$ cat config.mk
export PLATFORM = sky130hd
export DESIGN_NAME = rv_predecode_top
export DESIGN_NICKNAME = d
export VERILOG_FILES = /design/src/logic/rv_isa_pkg.sv /design/src/logic/predecode_pkg.sv /design/src/logic/c_expander.sv /design/src/logic/decode_result_reg.sv /design/src/logic/fetch_capture.sv /design/src/logic/rv32_legality_check.sv /design/src/logic/rv_predecode_top.sv
export VERILOG_INCLUDE_DIRS = /design/src /design/src/logic
export SDC_FILE = /design/constraint.sdc
export NUM_CORES = 1
export LEC_CHECK = 0
export ABC_AREA = 1
export BUFFER_PORTS_ARGS = -buffer_cell sky130_fd_sc_hd__buf_2
export CORE_ASPECT_RATIO = 1.25
export CORE_MARGIN = 3
export CORE_UTILIZATION = 55
export CTS_BUF_LIST = sky130_fd_sc_hd__clkbuf_2
export CTS_CLUSTER_SIZE = 10
export DETAILED_ROUTE_END_ITERATION = 16
export GPL_TIMING_DRIVEN = 0
export PLACE_DENSITY = 0.77
export SLEW_MARGIN = 30
export SYNTH_ARGS = -nofsm -noshare
export SYNTH_HDL_FRONTEND = slang
export SYNTH_HIERARCHICAL = 1
export SYNTH_SLANG_ARGS = --single-unit
$ cat constraint.sdc
create_clock -name clk_i -period 3.2 [get_ports clk_i]
set_input_delay 0.32 -clock clk_i [delete_from_list [all_inputs] [get_ports clk_i]]
set_output_delay 0.32 -clock clk_i [all_outputs]
set_load 0.005 [all_outputs]
$ cat src/logic/rv_decode_consts.svh
////////////////////////////////////////
// opcodes, field widths and fixed encodings
// for the RV32 pre-decode stage
////////////////////////////////////////
`ifndef RV_DECODE_CONSTS_SVH
`define RV_DECODE_CONSTS_SVH

// widths
`define RV_INSTR_W   32
`define RV_CINSTR_W  16
`define RV_REG_W     5
`define RV_OPCODE_W  7
`define RV_FUNCT3_W  3
`define RV_FUNCT7_W  7

// major opcodes
`define RV_OPCODE_LOAD    7'h03
`define RV_OPCODE_FENCE   7'h0f
`define RV_OPCODE_OPIMM   7'h13
`define RV_OPCODE_AUIPC   7'h17
`define RV_OPCODE_STORE   7'h23
`define RV_OPCODE_OP      7'h33
`define RV_OPCODE_LUI     7'h37
`define RV_OPCODE_BRANCH  7'h63
`define RV_OPCODE_JALR    7'h67
`define RV_OPCODE_JAL     7'h6f
`define RV_OPCODE_SYSTEM  7'h73

// stack pointer and fixed encodings
`define RV_REG_SP        5'd2
`define RV_EBREAK_WORD   32'h0010_0073
`define RV_DRET_FUNCT12  12'h7b2

`endif

$ cat src/logic/rv_isa_pkg.sv
////////////////////////////////////////
// instruction set field types
////////////////////////////////////////
`default_nettype none

`include "rv_decode_consts.svh"

package rv_isa_pkg;

  // full and compressed instruction words
  typedef logic [`RV_INSTR_W-1:0]  instr_t;
  typedef logic [`RV_CINSTR_W-1:0] cinstr_t;

  // instruction fields
  typedef logic [`RV_OPCODE_W-1:0] opcode_t;
  typedef logic [`RV_REG_W-1:0]    reg_idx_t;
  typedef logic [`RV_FUNCT3_W-1:0] funct3_t;
  typedef logic [`RV_FUNCT7_W-1:0] funct7_t;

  // low two bits, 2'b11 marks a 32-bit word
  typedef logic [1:0]              quadrant_t;

endpackage

`default_nettype wire

$ cat src/logic/predecode_pkg.sv
////////////////////////////////////////
// structs passed between the fetch, expand
// and result stages
////////////////////////////////////////
`default_nettype none

package predecode_pkg;

  // captured fetch word, 34 bits
  typedef struct packed {
    logic               valid;
    logic               debug_mode;
    rv_isa_pkg::instr_t instr;
  } fetch_word_t;

  // expander output, 34 bits
  typedef struct packed {
    rv_isa_pkg::instr_t instr;
    logic               is_compressed;
    logic               illegal;
  } expand_t;

  // final decode result, 36 bits
  typedef struct packed {
    rv_isa_pkg::instr_t instr;
    logic               is_compressed;
    logic               illegal;
    logic               rs1_used;
    logic               rs2_used;
  } decode_result_t;

endpackage

`default_nettype wire

$ cat src/logic/c_expander.sv
////////////////////////////////////////
// compressed to RV32I expansion with
// reserved encoding detection
////////////////////////////////////////
`timescale 1ns/1ns
`default_nettype none

`include "rv_decode_consts.svh"

module c_expander (
  input  wire predecode_pkg::fetch_word_t fetch_i,
  output predecode_pkg::expand_t          exp_o
);

  rv_isa_pkg::cinstr_t   c;
  rv_isa_pkg::quadrant_t quad;
  rv_isa_pkg::funct3_t   c_funct3;
  rv_isa_pkg::reg_idx_t  rd;
  rv_isa_pkg::reg_idx_t  rs2;
  rv_isa_pkg::reg_idx_t  rs1_p;
  rv_isa_pkg::reg_idx_t  rd_p;
  rv_isa_pkg::funct3_t   alu_f3;
  rv_isa_pkg::funct7_t   alu_f7;

  assign c        = fetch_i.instr[`RV_CINSTR_W-1:0];
  assign quad     = c[1:0];
  assign c_funct3 = c[15:13];
  assign rd       = c[11:7];
  assign rs2      = c[6:2];
  // primed registers map onto x8..x15
  assign rs1_p    = {2'b01, c[9:7]};
  assign rd_p     = {2'b01, c[4:2]};

  always_comb begin
    exp_o.instr         = fetch_i.instr;
    exp_o.is_compressed = (quad != 2'b11);
    exp_o.illegal       = 1'b0;
    alu_f3              = 3'b000;
    alu_f7              = 7'b0;

    case (quad)
      ////////////////////////////////////////
      // quadrant 0
      2'b00: begin
        case (c_funct3)
          3'b000: begin
            // c.addi4spn, zero immediate is reserved
            exp_o.instr = {2'b0, c[10:7], c[12:11], c[5], c[6], 2'b00, `RV_REG_SP,
                           3'b000, rd_p, `RV_OPCODE_OPIMM};
            exp_o.illegal = (c[12:5] == 8'b0);
          end
          3'b010: begin
            // c.lw
            exp_o.instr = {5'b0, c[5], c[12:10], c[6], 2'b00, rs1_p, 3'b010, rd_p,
                           `RV_OPCODE_LOAD};
          end
          3'b110: begin
            // c.sw
            exp_o.instr = {5'b0, c[5], c[12], rd_p, rs1_p, 3'b010, c[11:10], c[6], 2'b00,
                           `RV_OPCODE_STORE};
          end
          default: begin
            // float load/store and reserved slot
            exp_o.illegal = 1'b1;
          end
        endcase
      end

      ////////////////////////////////////////
      // quadrant 1
      2'b01: begin
        case (c_funct3)
          3'b000: begin
            // c.addi and c.nop
            exp_o.instr = {{6{c[12]}}, c[12], c[6:2], rd, 3'b000, rd, `RV_OPCODE_OPIMM};
          end
          3'b001, 3'b101: begin
            // c.jal links to x1, c.j to x0
            exp_o.instr = {c[12], c[8], c[10:9], c[6], c[7], c[2], c[11], c[5:3],
                           {9{c[12]}}, 4'b0, ~c[15], `RV_OPCODE_JAL};
          end
          3'b010: begin
            // c.li, rd of x0 is a hint
            exp_o.instr = {{6{c[12]}}, c[12], c[6:2], 5'b0, 3'b000, rd, `RV_OPCODE_OPIMM};
          end
          3'b011: begin
            if ({c[12], c[6:2]} == 6'b0) begin
              exp_o.illegal = 1'b1;
            end else if (rd == `RV_REG_SP) begin
              // c.addi16sp
              exp_o.instr = {{3{c[12]}}, c[4:3], c[5], c[2], c[6], 4'b0, `RV_REG_SP,
                             3'b000, `RV_REG_SP, `RV_OPCODE_OPIMM};
            end else begin
              // c.lui, rd of x0 is a hint
              exp_o.instr = {{15{c[12]}}, c[6:2], rd, `RV_OPCODE_LUI};
            end
          end
          3'b100: begin
            case (c[11:10])
              2'b00, 2'b01: begin
                // c.srli / c.srai, shamt[5] set is reserved on RV32
                exp_o.instr = {1'b0, c[10], 5'b0, c[6:2], rs1_p, 3'b101, rs1_p,
                               `RV_OPCODE_OPIMM};
                exp_o.illegal = c[12];
              end
              2'b10: begin
                // c.andi
                exp_o.instr = {{6{c[12]}}, c[12], c[6:2], rs1_p, 3'b111, rs1_p,
                               `RV_OPCODE_OPIMM};
              end
              default: begin
                // register ALU group
                case ({c[12], c[6:5]})
                  3'b000: begin
                    alu_f3 = 3'b000;
                    alu_f7 = 7'b010_0000;
                  end
                  3'b001: alu_f3 = 3'b100;
                  3'b010: alu_f3 = 3'b110;
                  3'b011: alu_f3 = 3'b111;
                  // subw, addw and reserved
                  default: exp_o.illegal = 1'b1;
                endcase
                exp_o.instr = {alu_f7, rd_p, rs1_p, alu_f3, rs1_p, `RV_OPCODE_OP};
              end
            endcase
          end
          default: begin
            // c.beqz / c.bnez, funct3 bit 0 from c[13]
            exp_o.instr = {{4{c[12]}}, c[6:5], c[2], 5'b0, rs1_p, 2'b00, c[13], c[11:10],
                           c[4:3], c[12], `RV_OPCODE_BRANCH};
          end
        endcase
      end

      ////////////////////////////////////////
      // quadrant 2
      2'b10: begin
        case (c_funct3)
          3'b000: begin
            // c.slli, zero shamt or rd x0 are hints
            exp_o.instr   = {7'b0, c[6:2], rd, 3'b001, rd, `RV_OPCODE_OPIMM};
            exp_o.illegal = c[12];
          end
          3'b010: begin
            // c.lwsp, rd x0 reserved
            exp_o.instr = {4'b0, c[3:2], c[12], c[6:4], 2'b00, `RV_REG_SP, 3'b010, rd,
                           `RV_OPCODE_LOAD};
            exp_o.illegal = (rd == 5'd0);
          end
          3'b100: begin
            if (!c[12]) begin
              if (rs2 == 5'd0) begin
                // c.jr, rs1 x0 reserved
                exp_o.instr   = {12'b0, rd, 3'b000, 5'd0, `RV_OPCODE_JALR};
                exp_o.illegal = (rd == 5'd0);
              end else begin
                // c.mv
                exp_o.instr = {7'b0, rs2, 5'd0, 3'b000, rd, `RV_OPCODE_OP};
              end
            end else if (rs2 == 5'd0) begin
              if (rd == 5'd0) begin
                exp_o.instr = `RV_EBREAK_WORD;
              end else begin
                // c.jalr links to x1
                exp_o.instr = {12'b0, rd, 3'b000, 5'd1, `RV_OPCODE_JALR};
              end
            end else begin
              // c.add
              exp_o.instr = {7'b0, rs2, rd, 3'b000, rd, `RV_OPCODE_OP};
            end
          end
          3'b110: begin
            // c.swsp
            exp_o.instr = {4'b0, c[8:7], c[12], rs2, `RV_REG_SP, 3'b010, c[11:9], 2'b00,
                           `RV_OPCODE_STORE};
          end
          default: begin
            // sp-relative float forms
            exp_o.illegal = 1'b1;
          end
        endcase
      end

      // 32-bit word passes through
      default: ;
    endcase
  end

endmodule

`default_nettype wire

$ cat src/logic/decode_result_reg.sv
////////////////////////////////////////
// output register for the decode result
////////////////////////////////////////
`timescale 1ns/1ns
`default_nettype none

module decode_result_reg (
  input  wire logic                      clk_i,
  input  wire logic                      rst_n_i,
  input  wire logic                      valid_i,
  input  wire predecode_pkg::expand_t    exp_i,
  input  wire logic                      illegal_i,
  input  wire logic                      rs1_used_i,
  input  wire logic                      rs2_used_i,
  output predecode_pkg::decode_result_t  result_o,
  output logic                           result_valid_o
);

  // result is held between strobes, only the valid bit pulses
  always_ff @(posedge clk_i) begin
    if (!rst_n_i) begin
      result_valid_o <= 1'b0;
      result_o       <= '0;
    end else begin
      result_valid_o <= valid_i;
      if (valid_i) begin
        result_o.instr         <= exp_i.instr;
        result_o.is_compressed <= exp_i.is_compressed;
        result_o.illegal       <= illegal_i;
        result_o.rs1_used      <= rs1_used_i;
        result_o.rs2_used      <= rs2_used_i;
      end
    end
  end

  // checker must report illegal words as reading both ports
  a_illegal_uses: assert property (
    @(posedge clk_i) disable iff (!rst_n_i)
    result_o.illegal |-> (result_o.rs1_used && result_o.rs2_used)
  );

endmodule

`default_nettype wire

$ cat src/logic/fetch_capture.sv
////////////////////////////////////////
// input register for the fetched word
////////////////////////////////////////
`timescale 1ns/1ns
`default_nettype none

module fetch_capture (
  input  wire logic                      clk_i,
  input  wire logic                      rst_n_i,
  input  wire logic                      instr_valid_i,
  input  wire rv_isa_pkg::instr_t        instr_i,
  input  wire logic                      debug_mode_i,
  output predecode_pkg::fetch_word_t     fetch_o
);

  // valid strobe, follows the input every cycle
  always_ff @(posedge clk_i) begin
    if (!rst_n_i) begin
      fetch_o.valid <= 1'b0;
    end else begin
      fetch_o.valid <= instr_valid_i;
    end
  end

  // word and debug level are taken at the same edge
  // so a later dret check sees the mode of its own instruction
  always_ff @(posedge clk_i) begin
    if (instr_valid_i) begin
      fetch_o.instr      <= instr_i;
      fetch_o.debug_mode <= debug_mode_i;
    end
  end

  // a strobed fetch must leave a fully known word in the register
  a_fetch_known: assert property (
    @(posedge clk_i) disable iff (!rst_n_i)
    instr_valid_i |=> !$isunknown(fetch_o.instr)
  );

endmodule

`default_nettype wire

$ cat src/logic/rv32_legality_check.sv
////////////////////////////////////////
// RV32I legality and source register use
////////////////////////////////////////
`timescale 1ns/1ns
`default_nettype none

`include "rv_decode_consts.svh"

module rv32_legality_check (
  input  wire predecode_pkg::expand_t exp_i,
  input  wire logic                   debug_mode_i,
  output logic                        illegal_o,
  output logic                        rs1_used_o,
  output logic                        rs2_used_o
);

  rv_isa_pkg::opcode_t  opcode;
  rv_isa_pkg::funct3_t  funct3;
  rv_isa_pkg::funct7_t  funct7;
  rv_isa_pkg::reg_idx_t rs1;
  rv_isa_pkg::reg_idx_t rd;
  logic [11:0]          funct12;
  logic                 bad;
  logic                 rs1_en;
  logic                 rs2_en;

  assign opcode  = exp_i.instr[6:0];
  assign rd      = exp_i.instr[11:7];
  assign funct3  = exp_i.instr[14:12];
  assign rs1     = exp_i.instr[19:15];
  assign funct7  = exp_i.instr[31:25];
  assign funct12 = exp_i.instr[31:20];

  always_comb begin
    bad    = 1'b0;
    rs1_en = 1'b0;
    rs2_en = 1'b0;

    case (opcode)
      `RV_OPCODE_JAL, `RV_OPCODE_LUI, `RV_OPCODE_AUIPC: begin
        // no source registers
      end
      `RV_OPCODE_JALR: begin
        rs1_en = 1'b1;
        bad    = (funct3 != 3'b000);
      end
      `RV_OPCODE_LOAD: begin
        rs1_en = 1'b1;
        // ld, lwu and reserved
        bad    = (funct3 inside {3'b011, 3'b110, 3'b111});
      end
      `RV_OPCODE_BRANCH, `RV_OPCODE_STORE: begin
        rs1_en = 1'b1;
        rs2_en = 1'b1;
      end
      `RV_OPCODE_OPIMM: begin
        rs1_en = 1'b1;
        if (funct3 == 3'b001) begin
          bad = (funct7 != 7'b0);
        end else if (funct3 == 3'b101) begin
          bad = (funct7 != 7'b0) && (funct7 != 7'b010_0000);
        end
      end
      `RV_OPCODE_OP: begin
        rs1_en = 1'b1;
        rs2_en = 1'b1;
        case ({funct7, funct3})
          {7'b000_0000, 3'b000},
          {7'b010_0000, 3'b000},
          {7'b000_0000, 3'b001},
          {7'b000_0000, 3'b010},
          {7'b000_0000, 3'b011},
          {7'b000_0000, 3'b100},
          {7'b000_0000, 3'b101},
          {7'b010_0000, 3'b101},
          {7'b000_0000, 3'b110},
          {7'b000_0000, 3'b111}: bad = 1'b0;
          default:               bad = 1'b1;
        endcase
      end
      `RV_OPCODE_FENCE: begin
        // fence and fence.i only
        bad = (funct3 > 3'b001);
      end
      `RV_OPCODE_SYSTEM: begin
        // CSR forms are not supported
        if ((funct3 != 3'b000) || (rs1 != 5'd0) || (rd != 5'd0)) begin
          bad = 1'b1;
        end else begin
          case (funct12)
            12'h000, 12'h001, 12'h105, 12'h302: bad = 1'b0;
            `RV_DRET_FUNCT12:                   bad = !debug_mode_i;
            default:                            bad = 1'b1;
          endcase
        end
      end
      default: bad = 1'b1;
    endcase
  end

  // an illegal result claims both read ports
  assign illegal_o  = exp_i.illegal | bad;
  assign rs1_used_o = illegal_o | rs1_en;
  assign rs2_used_o = illegal_o | rs2_en;

endmodule

`default_nettype wire

$ cat src/logic/rv_predecode_top.sv
////////////////////////////////////////
// registered RV32 pre-decode stage
////////////////////////////////////////
`timescale 1ns/1ns
`default_nettype none

module rv_predecode_top (
  input  wire logic                      clk_i,
  input  wire logic                      rst_n_i,
  input  wire logic                      instr_valid_i,
  input  wire rv_isa_pkg::instr_t        instr_i,
  input  wire logic                      debug_mode_i,
  output predecode_pkg::decode_result_t  result_o,
  output logic                           result_valid_o
);

  predecode_pkg::fetch_word_t fetch_w;
  predecode_pkg::expand_t     exp_w;
  logic                       illegal_w;
  logic                       rs1_used_w;
  logic                       rs2_used_w;

  fetch_capture u_fetch_capture (
    .clk_i         (clk_i),
    .rst_n_i       (rst_n_i),
    .instr_valid_i (instr_valid_i),
    .instr_i       (instr_i),
    .debug_mode_i  (debug_mode_i),
    .fetch_o       (fetch_w)
  );

  c_expander u_c_expander (
    .fetch_i (fetch_w),
    .exp_o   (exp_w)
  );

  rv32_legality_check u_rv32_legality_check (
    .exp_i        (exp_w),
    .debug_mode_i (fetch_w.debug_mode),
    .illegal_o    (illegal_w),
    .rs1_used_o   (rs1_used_w),
    .rs2_used_o   (rs2_used_w)
  );

  decode_result_reg u_decode_result_reg (
    .clk_i          (clk_i),
    .rst_n_i        (rst_n_i),
    .valid_i        (fetch_w.valid),
    .exp_i          (exp_w),
    .illegal_i      (illegal_w),
    .rs1_used_i     (rs1_used_w),
    .rs2_used_i     (rs2_used_w),
    .result_o       (result_o),
    .result_valid_o (result_valid_o)
  );

endmodule

`default_nettype wire

**Yosys cells after proc, flatten, opt, wreduce, memory -nomap -nowiden**

Cells that the tools add are included.
Widths: inputs -> output; s select.

- Equality and inequality tests: 45
- Bitwise logic cells: 4
- $lt $le $gt $ge: 1
- Reduce and logical (&&, ||, !) cells: 28
- Muxes and demuxes: 30

Operator list:

| kind | count |
|---|---|
| $pmux 32 s3 | 2 |
| $pmux 32 s5 | 1 |
| $pmux 32 s4 | 1 |
| $mux 25 | 3 |
| $pmux 32 s2 | 1 |
| $eq 10x3->1 const B | 4 |
| $mux 32 | 1 |
| $mux 29 | 1 |
| $eq 7x7->1 const B | 4 |
| $eq 7x6->1 const B | 3 |
| $mux 21 | 1 |
| $eq 10x2->1 const B | 2 |
| $eq 10x9->1 const B | 2 |
| $eq 3x3->1 const B | 6 |
| $eq 3x2->1 const B | 5 |
| $eq 7x5->1 const B | 2 |
| $eq 12x1->1 const B | 1 |
| $eq 12x10->1 const B | 1 |
| $eq 12x11->1 const B | 1 |
| $eq 12x9->1 const B | 1 |
| $logic_not 12->1 | 1 |
| $eq 10x1->1 const B | 1 |
| $logic_not 10->1 | 1 |
| $logic_not 5->1 | 2 |
| other kinds (34) | 60 |

- Bits of input ports: 36
- Flip-flop bits (word level): 71
- Output and inout port bits: 37
- Logic and storage cells: 117

**Depth between registers and ports, before layout**

Gate-level depths: netlist of run 1.

- Word-level depth: 13
- Depth in mapped cells: 24
- Mapped depth without buffers: 23

**Modules after synthesis**

The synthesis of run 1 kept the hierarchy.

Modules (own cells, without submodules):

| module | area an instance (um^2) | instances | cells each |
|---|---|---|---|
| c_expander | 2090.8 | 1 | 444 |
| decode_result_reg | 1532.7 | 1 | 231 |
| fetch_capture | 1018.5 | 1 | 36 |
| rv32_legality_check | 506.7 | 1 | 105 |

**Least setup slack after synthesis of run 1**

No wires, ideal clock.

- Path kind: register -> register
- Start: reg u_fetch_capture/fetch_o[0] (netlist bit)
- End: reg u_decode_result_reg/result_o[0] (netlist name)
- Setup slack: 740 ps
- Stages on the path, launching flop included: 22
- Period minus slack after synthesis: 2460 ps
- Required time: 3087 ps
- Arrival: 2348 ps
- Cell sequence: edfxtp_1 -> buf_2 -> inv_1 -> nand2_1 -> nor2_2 -> inv_2 -> nand2_2 -> nor2_2 -> o21ai_0 -> nand2_1 -> nor2_2 -> nand2_1 -> nand2_1 -> nor2_1 -> nand2_1 -> nand2_1 -> nor2_2 -> nand3_1 -> inv_1 -> nand2_1 -> nand2_1 -> nor2_1

RTL lines:

| what | line | RTL |
|---|---|---|
| start, declared | fetch_capture.sv:13 | `output predecode_pkg::fetch_word_t fetch_o` |

==> metrics.md, run 1 <==
| Metric | Value |
|---|---|
| Tightest Hold Check Type | input pin to flop |
| Hold depth | 3 |
| # diodes | 0 |
| Port Buffers | 72 |
| Initial Util | 57.9% |
| Mean Syn Cell Area | approximately 6.3 um^2 |
| Drt pass-1 iters | 7 |
| Grt ovf | 0 |
| Clock tree buffer depth | 2 |
| Die Area | 10600 um^2 |
| EDFF count, synth | 33 |
| Slew margin rel. | ~45% |
| Non-filler cells in the finished layout | 1063 |
| Synth top area share | 19.2% |
| # setup viols final | 0 |
| Latest clock arrival within the worst-skew pair | 570 ps |
| Layout area overhead | 20.7% |
| R2R Path End | u_decode_result_reg/result_o[1] |
| Num CTS Buffers | 9 |
| Pleak | 3.07 nW |
| Hold path start | instr_valid_i |
| WL/cell | 17.6 um |
| R2R depth | 18 |
| H-tree depth | 3 |
| Critical path type | flop to flop |
| CTS tree | done |
| Outcome | completed |
| Worst Tran Pin Value | 820 ps |
| Die Ht | 114 um |
| 1st-iter DRT viols | 824 |
| Post-Syn Area | 5150 um^2 |
| Post-synthesis cell count | roughly 800 |
| Final Critical Period | ~3000 ps |
| WP data required | 3670 ps |
| Top_reg_cell synth | dfxtp_1 |
| Final Max Tran Viols | 0 |
| # IOs | 73 |
| R2r setup slk | 130 ps |
| Async SR Flop Fraction | 0% |
| Largest net degree at the start of global routing | 35 |
| CTS Root Cell | clkbuf_2 |
| Core ar. | 8890 um^2 |
| Post-DP HPWL | 13700 um |
| Pwr Total | 0.00253 W |
| Syn nets | 852 |
| Finished Cell Area | 6210 um^2 |
| Clock sink count | 71 |
| Clock transition at the registers of the reported paths | 190 ps |
| Rows | 38 |
| Crit path max fanout | 10 |
| Nets | 974 |
| Initial antenna violation count | 0 |
| Fraction of final layout cells sized beyond drive strength 1 | 20.3% |
| Most frequent cells in the layout | nand2_1 (229), nor2_1 (151), inv_1 (84), buf_2 (80), nand3_1 (68) |
| Most common library cell in the layout ignoring fill and taps | nand2_1 |
| Placed insts | between 1000 and 1500 |
| Setup ws final | ~130 ps |
| VDD IR-drop max | 0.000333 V |
| Drt via density | 5.79 |
| Setup TNS | 0 ps |
| DRC Markers | 0 |
| Die W | 92.5 um |
| Total number of vias | between 6000 and 7000 |
| Setup WS pre-CTS | 79.4 ps |
| CP arrival | 3540 ps |
| Hold Path Sink | u_fetch_capture/fetch_o[33] |
| Critical path launch point type | flop |
| Largest area contributor in the netlist | edfxtp_1 |
| Post-route ant nets | 0 |
| YS warnings | 6 |
| Wirelength, routed | roughly 19000 um |
| DP Area | between 5000 and 6000 um^2 |
| Final period util | 95.9% |
| R2r startpoint | u_fetch_capture/fetch_o[0] |
| Maxcap violations | 0 |
| Pwr dens | 407 nW/um^2 |
| Tot GR Track Use | between 30 and 40% |
| Synth area leaders | edfxtp_1 (19%), nand2_1 (17%), dfxtp_1 (15%), nor2_1 (11%), nand3_1 (6.7%) |
| Routability Congestion | 1.09 |
| First-pass GRT wire length | 29300 um |
| Post-synth cell types | 42 |
| Setup crit end kind | flop |
| Final Hold Viols | 0 |
| Post-synthesis sequential area ratio | between 30% and 40% |
| #FFs+latches synth | 71 |
| Layout Skew | 32.5 ps |
| Vias in the first global route | 5874 |
| Max Clk Rate | 326 MHz |
-- sequential cells by signal, indices dropped and copies added (netlist names) --
register and cells:
u_decode_result_reg/result_valid_o 1, u_decode_result_reg/result_o 36, u_fetch_capture/fetch_o 34
-- worst max-delay path, stage by stage, from the launching register on --
cell and delay [ps]:
edfxtp_1 410, buf_2 190, nand2_1 290, clkinvlp_4 360, a21oi_1 360, nand2_1 230
inv_2 100, nand2_1 120, nor2_2 180, nand3b_1 140, nand2_1 80, nor2_2 80
nand2_1 60, nor2_2 120, nand3_1 80, inv_1 50, nand2_1 40, nand2_1 70
nor2_1 40
-- worst max-delay path by stage --
stage / startpoint / to / slack, ps / cells past startpoint
2_1_floorplan: u_fetch_capture/fetch_o[0] / u_decode_result_reg/result_o[0] / 740 / 21
3_3_place_gp: u_fetch_capture/fetch_o[0] / u_decode_result_reg/result_o[1] / 190 / 21
3_5_place_dp: u_fetch_capture/fetch_o[0] / u_decode_result_reg/result_o[1] / 80 / 21
4_1_cts: u_fetch_capture/fetch_o[0] / u_decode_result_reg/result_o[1] / 50 / 21
5_1_grt: u_fetch_capture/fetch_o[15] / u_decode_result_reg/result_o[1] / -20 / 23
6_report: u_fetch_capture/fetch_o[0] / u_decode_result_reg/result_o[1] / 130 / 18
-- what timing repair did --
item                                    CTS  global route
setup buffers                             0             5
endpoints found under the hold margin    34             0
endpoints found under the setup margin    0             3
resized for setup                         0            23
hold buffers                             34             0
-- through the flow --
stage | hold WS (ps) | utilization (%)
after floorplan | 413 | -
after global placement | 451 | 63.7
after detailed placement | 460 | 63.7
after CTS | 321 | 68.8
after global routing | 388 | 69.9
final | 335 | 69.9
-- synthesized netlist by cell type, types with 2 or more instances --
master	count
nand2_1	231
nor2_1	152
inv_1	86
nand3_1	69
dfxtp_1	38
a21oi_1	36
edfxtp_1	33
o21ai_0	30
inv_2	14
nand2_2	14
nor2_2	12
o211ai_1	12
buf_4	10
buf_2	9
nand4_1	7
nor3_1	6
buf_6	5
clkbuf_1	5
nor2_4	5
a31oi_1	4
nand3_2	4
a22oi_1	3
clkinv_1	3
nand2_4	3
nand3b_1	3
o21ai_1	3
inv_4	2
o2111ai_1	2
o221ai_1	2
-- cell type report --
type / count / area, um^2
multi-input combinational: 610 / 2840
fill: 781 / 2680
sequential: 71 / 1750
timing repair buffer: 111 / 738
inverter: 105 / 407
buffer: 30 / 206
tap: 120 / 150
clock inverter: 6 / 67.6
clock buffer: 10 / 50.0
-- layer usage --
metal | wire length, um | global-route usage [%] | vias to the layer above
li1 | - | - | 2842
met1 | 6640 | 41.2 | 2695
met2 | 8660 | 60.0 | 485
met3 | 2040 | 8.81 | 129
met4 | 1390 | 22.7 | 0
met5 | 0 | 0 | -
-- cell families after synthesis --
kind of cell | Yosys count | share of synthesized area (%)
simple gates | 514 | 43.6
compound gates | 96 | 10.7
buf+inv | 135 | 11.6
flops | 71 | 34.0
-- report_power, final --
group	internal, W	leakage [nW]	total (W)	switching, W
Clock	0.000187	0.0689	0.000543	0.000356
Sequential	0.00102	0.637	0.00107	0.0000451
Combinational	0.000301	2.36	0.000916	0.000615
Total	0.00151	3.07	0.00253	0.00102
(Power assumes the default switching activity.)
==> inputs of run 2 (changes only) <==
==> constraint.sdc (replaced) <==
create_clock -name clk_i -period 2.96 [get_ports clk_i]
set_input_delay 0.296 -clock clk_i [delete_from_list [all_inputs] [get_ports clk_i]]
set_output_delay 0.296 -clock clk_i [all_outputs]
set_load 0.005 [all_outputs]
==> run 2 against run 1 <==
- sequential share of layout area down 2.0 points
- register-to-register slack got worse by 50 ps
- via count increased by 2.3%
- non-clock buffer count up 32
- critical path depth rose by 1
- final cell count increased by 3.0%
- worst hold slack worse by 6.6 ps
- utilization increased by 5.5 points
- critical endpoint unchanged
- total power up 13%
- wire length increased by 2.5%
- fmax up 6.7%
- clock-buffer cell count is the same
- largest cell class unchanged
==> metrics.md, run 2 (synthesized netlist as in run 1, its figures left out) <==
| Metric | Value |
|---|---|
| Outcome | completed (unchanged) |
| Layout Skew | 28.3 ps (was 32.5 ps) |
| Crit path max fanout | 9 (was 10) |
| R2R depth | 19 (was 18) |
| Layout area overhead | 30.1% (was 20.7%) |
| Final Critical Period | 2880 ps (was 3070 ps) |
| Die Area | 10600 um^2 (unchanged) |
| Die W | 92.5 um (unchanged) |
| Post-DP HPWL | 13700 um (unchanged) |
| Pleak | 3.29 nW (was 3.07 nW) |
| Vias in the first global route | 5868 (was 5874) |
| Most frequent cells in the layout | nand2_1 (224), nor2_1 (141), inv_1 (80), buf_2 (75), nand3_1 (65) (was nand2_1 (229), nor2_1 (151), inv_1 (84), buf_2 (80), nand3_1 (68)) |
| Tightest Hold Check Type | input pin to flop (unchanged) |
| WL/cell | 17.5 um (was 17.6 um) |
| Initial antenna violation count | 0 (unchanged) |
| Finished Cell Area | 6700 um^2 (was 6210 um^2) |
| Hold path start | instr_valid_i (unchanged) |
| R2r startpoint | u_fetch_capture/fetch_o[0] (unchanged) |
| Grt ovf | 0 (unchanged) |
| Crit-path cells | clkbuf_4 -> inv_1 -> nand2_8 -> nor2_4 -> nand2_1 -> o211ai_1 -> nor2_1 -> a21oi_2 -> inv_1 -> nor3_1 -> nand4_1 -> nand2_1 -> nand2_1 -> nand2_1 -> nand3_1 -> inv_1 -> nand2_1 -> nand2_1 -> nor2_1 (was buf_2 -> nand2_1 -> clkinvlp_4 -> a21oi_1 -> nand2_1 -> inv_2 -> nand2_1 -> nor2_2 -> nand3b_1 -> nand2_1 -> nor2_2 -> nand2_1 -> nor2_2 -> nand3_1 -> inv_1 -> nand2_1 -> nand2_1 -> nor2_1) |
| Tot GR Track Use | 35.9% (was 36.0%) |
| Maxcap violations | 0 (unchanged) |
| Worst stage delay on the critical path | 420 ps (was 410 ps) |
| Drt via density | 5.75 (was 5.79) |
| Largest net degree at the start of global routing | 35 (unchanged) |
| DP Area | 5660 um^2 (unchanged) |
| # setup viols final | 0 (unchanged) |
| Clock tree buffer depth | 2 (unchanged) |
| Total number of vias | 6294 (was 6151) |
| Slew margin rel. | 45.2% (was 44.8%) |
| Hold Path Sink | u_fetch_capture/fetch_o[33] (unchanged) |
| Worst path slowest cell | edfxtp_1 (unchanged) |
| Max Clk Rate | 348 MHz (was 326 MHz) |
| # diodes | 0 (unchanged) |
| Core ar. | 8890 um^2 (unchanged) |
| Clock transition at the registers of the reported paths | 190 ps (about the same) |
| WP data required | 3420 ps (was 3670 ps) |
| Pwr dens | 425 nW/um^2 (was 407 nW/um^2) |
| R2R Path End | u_decode_result_reg/result_o[1] (unchanged) |
| Clock sink count | 71 (unchanged) |
| Biggest register | u_decode_result_reg/result_o (unchanged) |
| CP arrival | 3340 ps (was 3540 ps) |
| First-pass GRT wire length | 29200 um (was 29300 um) |
| Nets | 1006 (was 974) |
| # fillers | 702 (was 781) |
| CP top delay family | simple AND/OR/NAND/NOR gates (unchanged) |
| Post-route ant nets | 0 (unchanged) |
| CP bufs+invs | 4 (unchanged) |
| Most common library cell in the layout ignoring fill and taps | nand2_1 (unchanged) |
| Drt pass-1 iters | 10 (was 7) |
| 1st-iter DRT viols | 871 (was 824) |
| Die Ht | 114 um (unchanged) |
| Critical path type | flop to flop (unchanged) |
| Hold_ws | 328 ps (was 335 ps) |
| Fraction of final layout cells sized beyond drive strength 1 | 26.2% (was 20.3%) |
| Hold depth | 3 (unchanged) |
| H-tree depth | 3 (unchanged) |
| Rows | 38 (unchanged) |
| R2r setup slk | 80 ps (was 130 ps) |
| Latest clock arrival within the worst-skew pair | 560 ps (was 570 ps) |
| VDD IR-drop max | 0.000385 V (was 0.000333 V) |
| Routability Congestion | 1.09 (unchanged) |
| Worst Tran Pin Value | 821 ps (was 820 ps) |
| Most common cell on crit path | nand2_1 (unchanged) |
| Final period util | 97.1% (was 95.9%) |
| Number of flip-flops in the largest register | 36 (unchanged) |
| # IOs | 73 (unchanged) |
| Initial Util | 57.9% (unchanged) |
| Final Hold Viols | 0 (unchanged) |
| CTS Root Cell | clkbuf_2 (unchanged) |
| Critical path launch point type | flop (unchanged) |
| Num CTS Buffers | 9 (unchanged) |
| Wirelength, routed | 19200 um (was 18700 um) |
| CTS tree | done (unchanged) |
| Setup crit end kind | flop (unchanged) |
| Final Max Tran Viols | 0 (unchanged) |
| DRC Markers | 0 (unchanged) |
| Port Buffers | 72 (unchanged) |
| Biggest regs | u_decode_result_reg/result_o: 36 flops, u_fetch_capture/fetch_o: 34 flops, u_decode_result_reg/result_valid_o: 1 flops (unchanged) |
-- run 2: worst max-delay path by stage --
stage,from,end,slack (ps),cells after the start
6_report,u_fetch_capture/fetch_o[0],u_decode_result_reg/result_o[1],80,19
5_1_grt,u_fetch_capture/fetch_o[1],u_decode_result_reg/result_o[1],-40,19
4_1_cts,u_fetch_capture/fetch_o[13],u_decode_result_reg/result_o[1],10,22
3_5_place_dp,u_fetch_capture/fetch_o[0],u_decode_result_reg/result_o[1],-160,21
3_3_place_gp,u_fetch_capture/fetch_o[0],u_decode_result_reg/result_o[1],-50,21
2_1_floorplan,u_fetch_capture/fetch_o[0],u_decode_result_reg/result_o[0],500,21
-- run 2: final cells by class --
type	count	area (um^2)	share of cell area, %
multi-input combinational	610	3010	44.9
buffer	30	240	3.59
timing repair buffer	143	1010	15.0
inverter	105	427	6.37
sequential	71	1750	26.1
tap	120	150	2.24
clock inverter	6	67.6	1.01
clock buffer	10	50.0	0.747
-- run 2: metal layers --
metal	track usage, %	vias to the layer above	share of wire [%]
met2	59.9	499	46
met3	8.28	144	11
met1	40.9	2736	35
met4	23.9	0	7.8
met5	0	-	0
li1	-	2915	-
-- run 2: stage by stage --
step	TNS, ps	instances	setup slack [ps]	util (%)	total power (W)
global route	-47.5	1095	-43.6	75.3	0.00299
global placement	-117	1008	-51.3	63.7	0.00204
finish	0	1095	84.5	75.3	0.00285
floorplan	0	816	500	-	0.00178
CTS	0	1058	14.4	69.1	0.00267
detailed placement	-426	1008	-161	63.7	0.00206
-- run 2: where the power goes --
| part | internal (W) | switching, W | leakage (nW) |
|---|---|---|---|
| Clock | 0.000202 | 0.000379 | 0.0689 |
| Sequential | 0.00111 | 0.0000528 | 0.637 |
| Combinational | 0.000400 | 0.000706 | 2.59 |
-- run 2: worst reg2reg max path: stages (launching register included) --
cell and delay (ps):
edfxtp_1 420, clkbuf_4 200, inv_1 170, nand2_8 130, nor2_4 180, nand2_1 100
o211ai_1 360, nor2_1 100, a21oi_2 200, inv_1 80, nor3_1 210, nand4_1 120
nand2_1 100, nand2_1 60, nand2_1 100, nand3_1 80, inv_1 60, nand2_1 40
nand2_1 70, nor2_1 40
-- run 2: repair_timing --
| action | in CTS | in global routing |
|---|---|---|
| endpoints found under the hold margin | 34 | 0 |
| resized for setup | 10 | 87 |
| setup buffers | 0 | 37 |
| hold buffers | 34 | 0 |
| setup endpoints to repair | 3 | 3 |
| pin swaps | 0 | 19 |
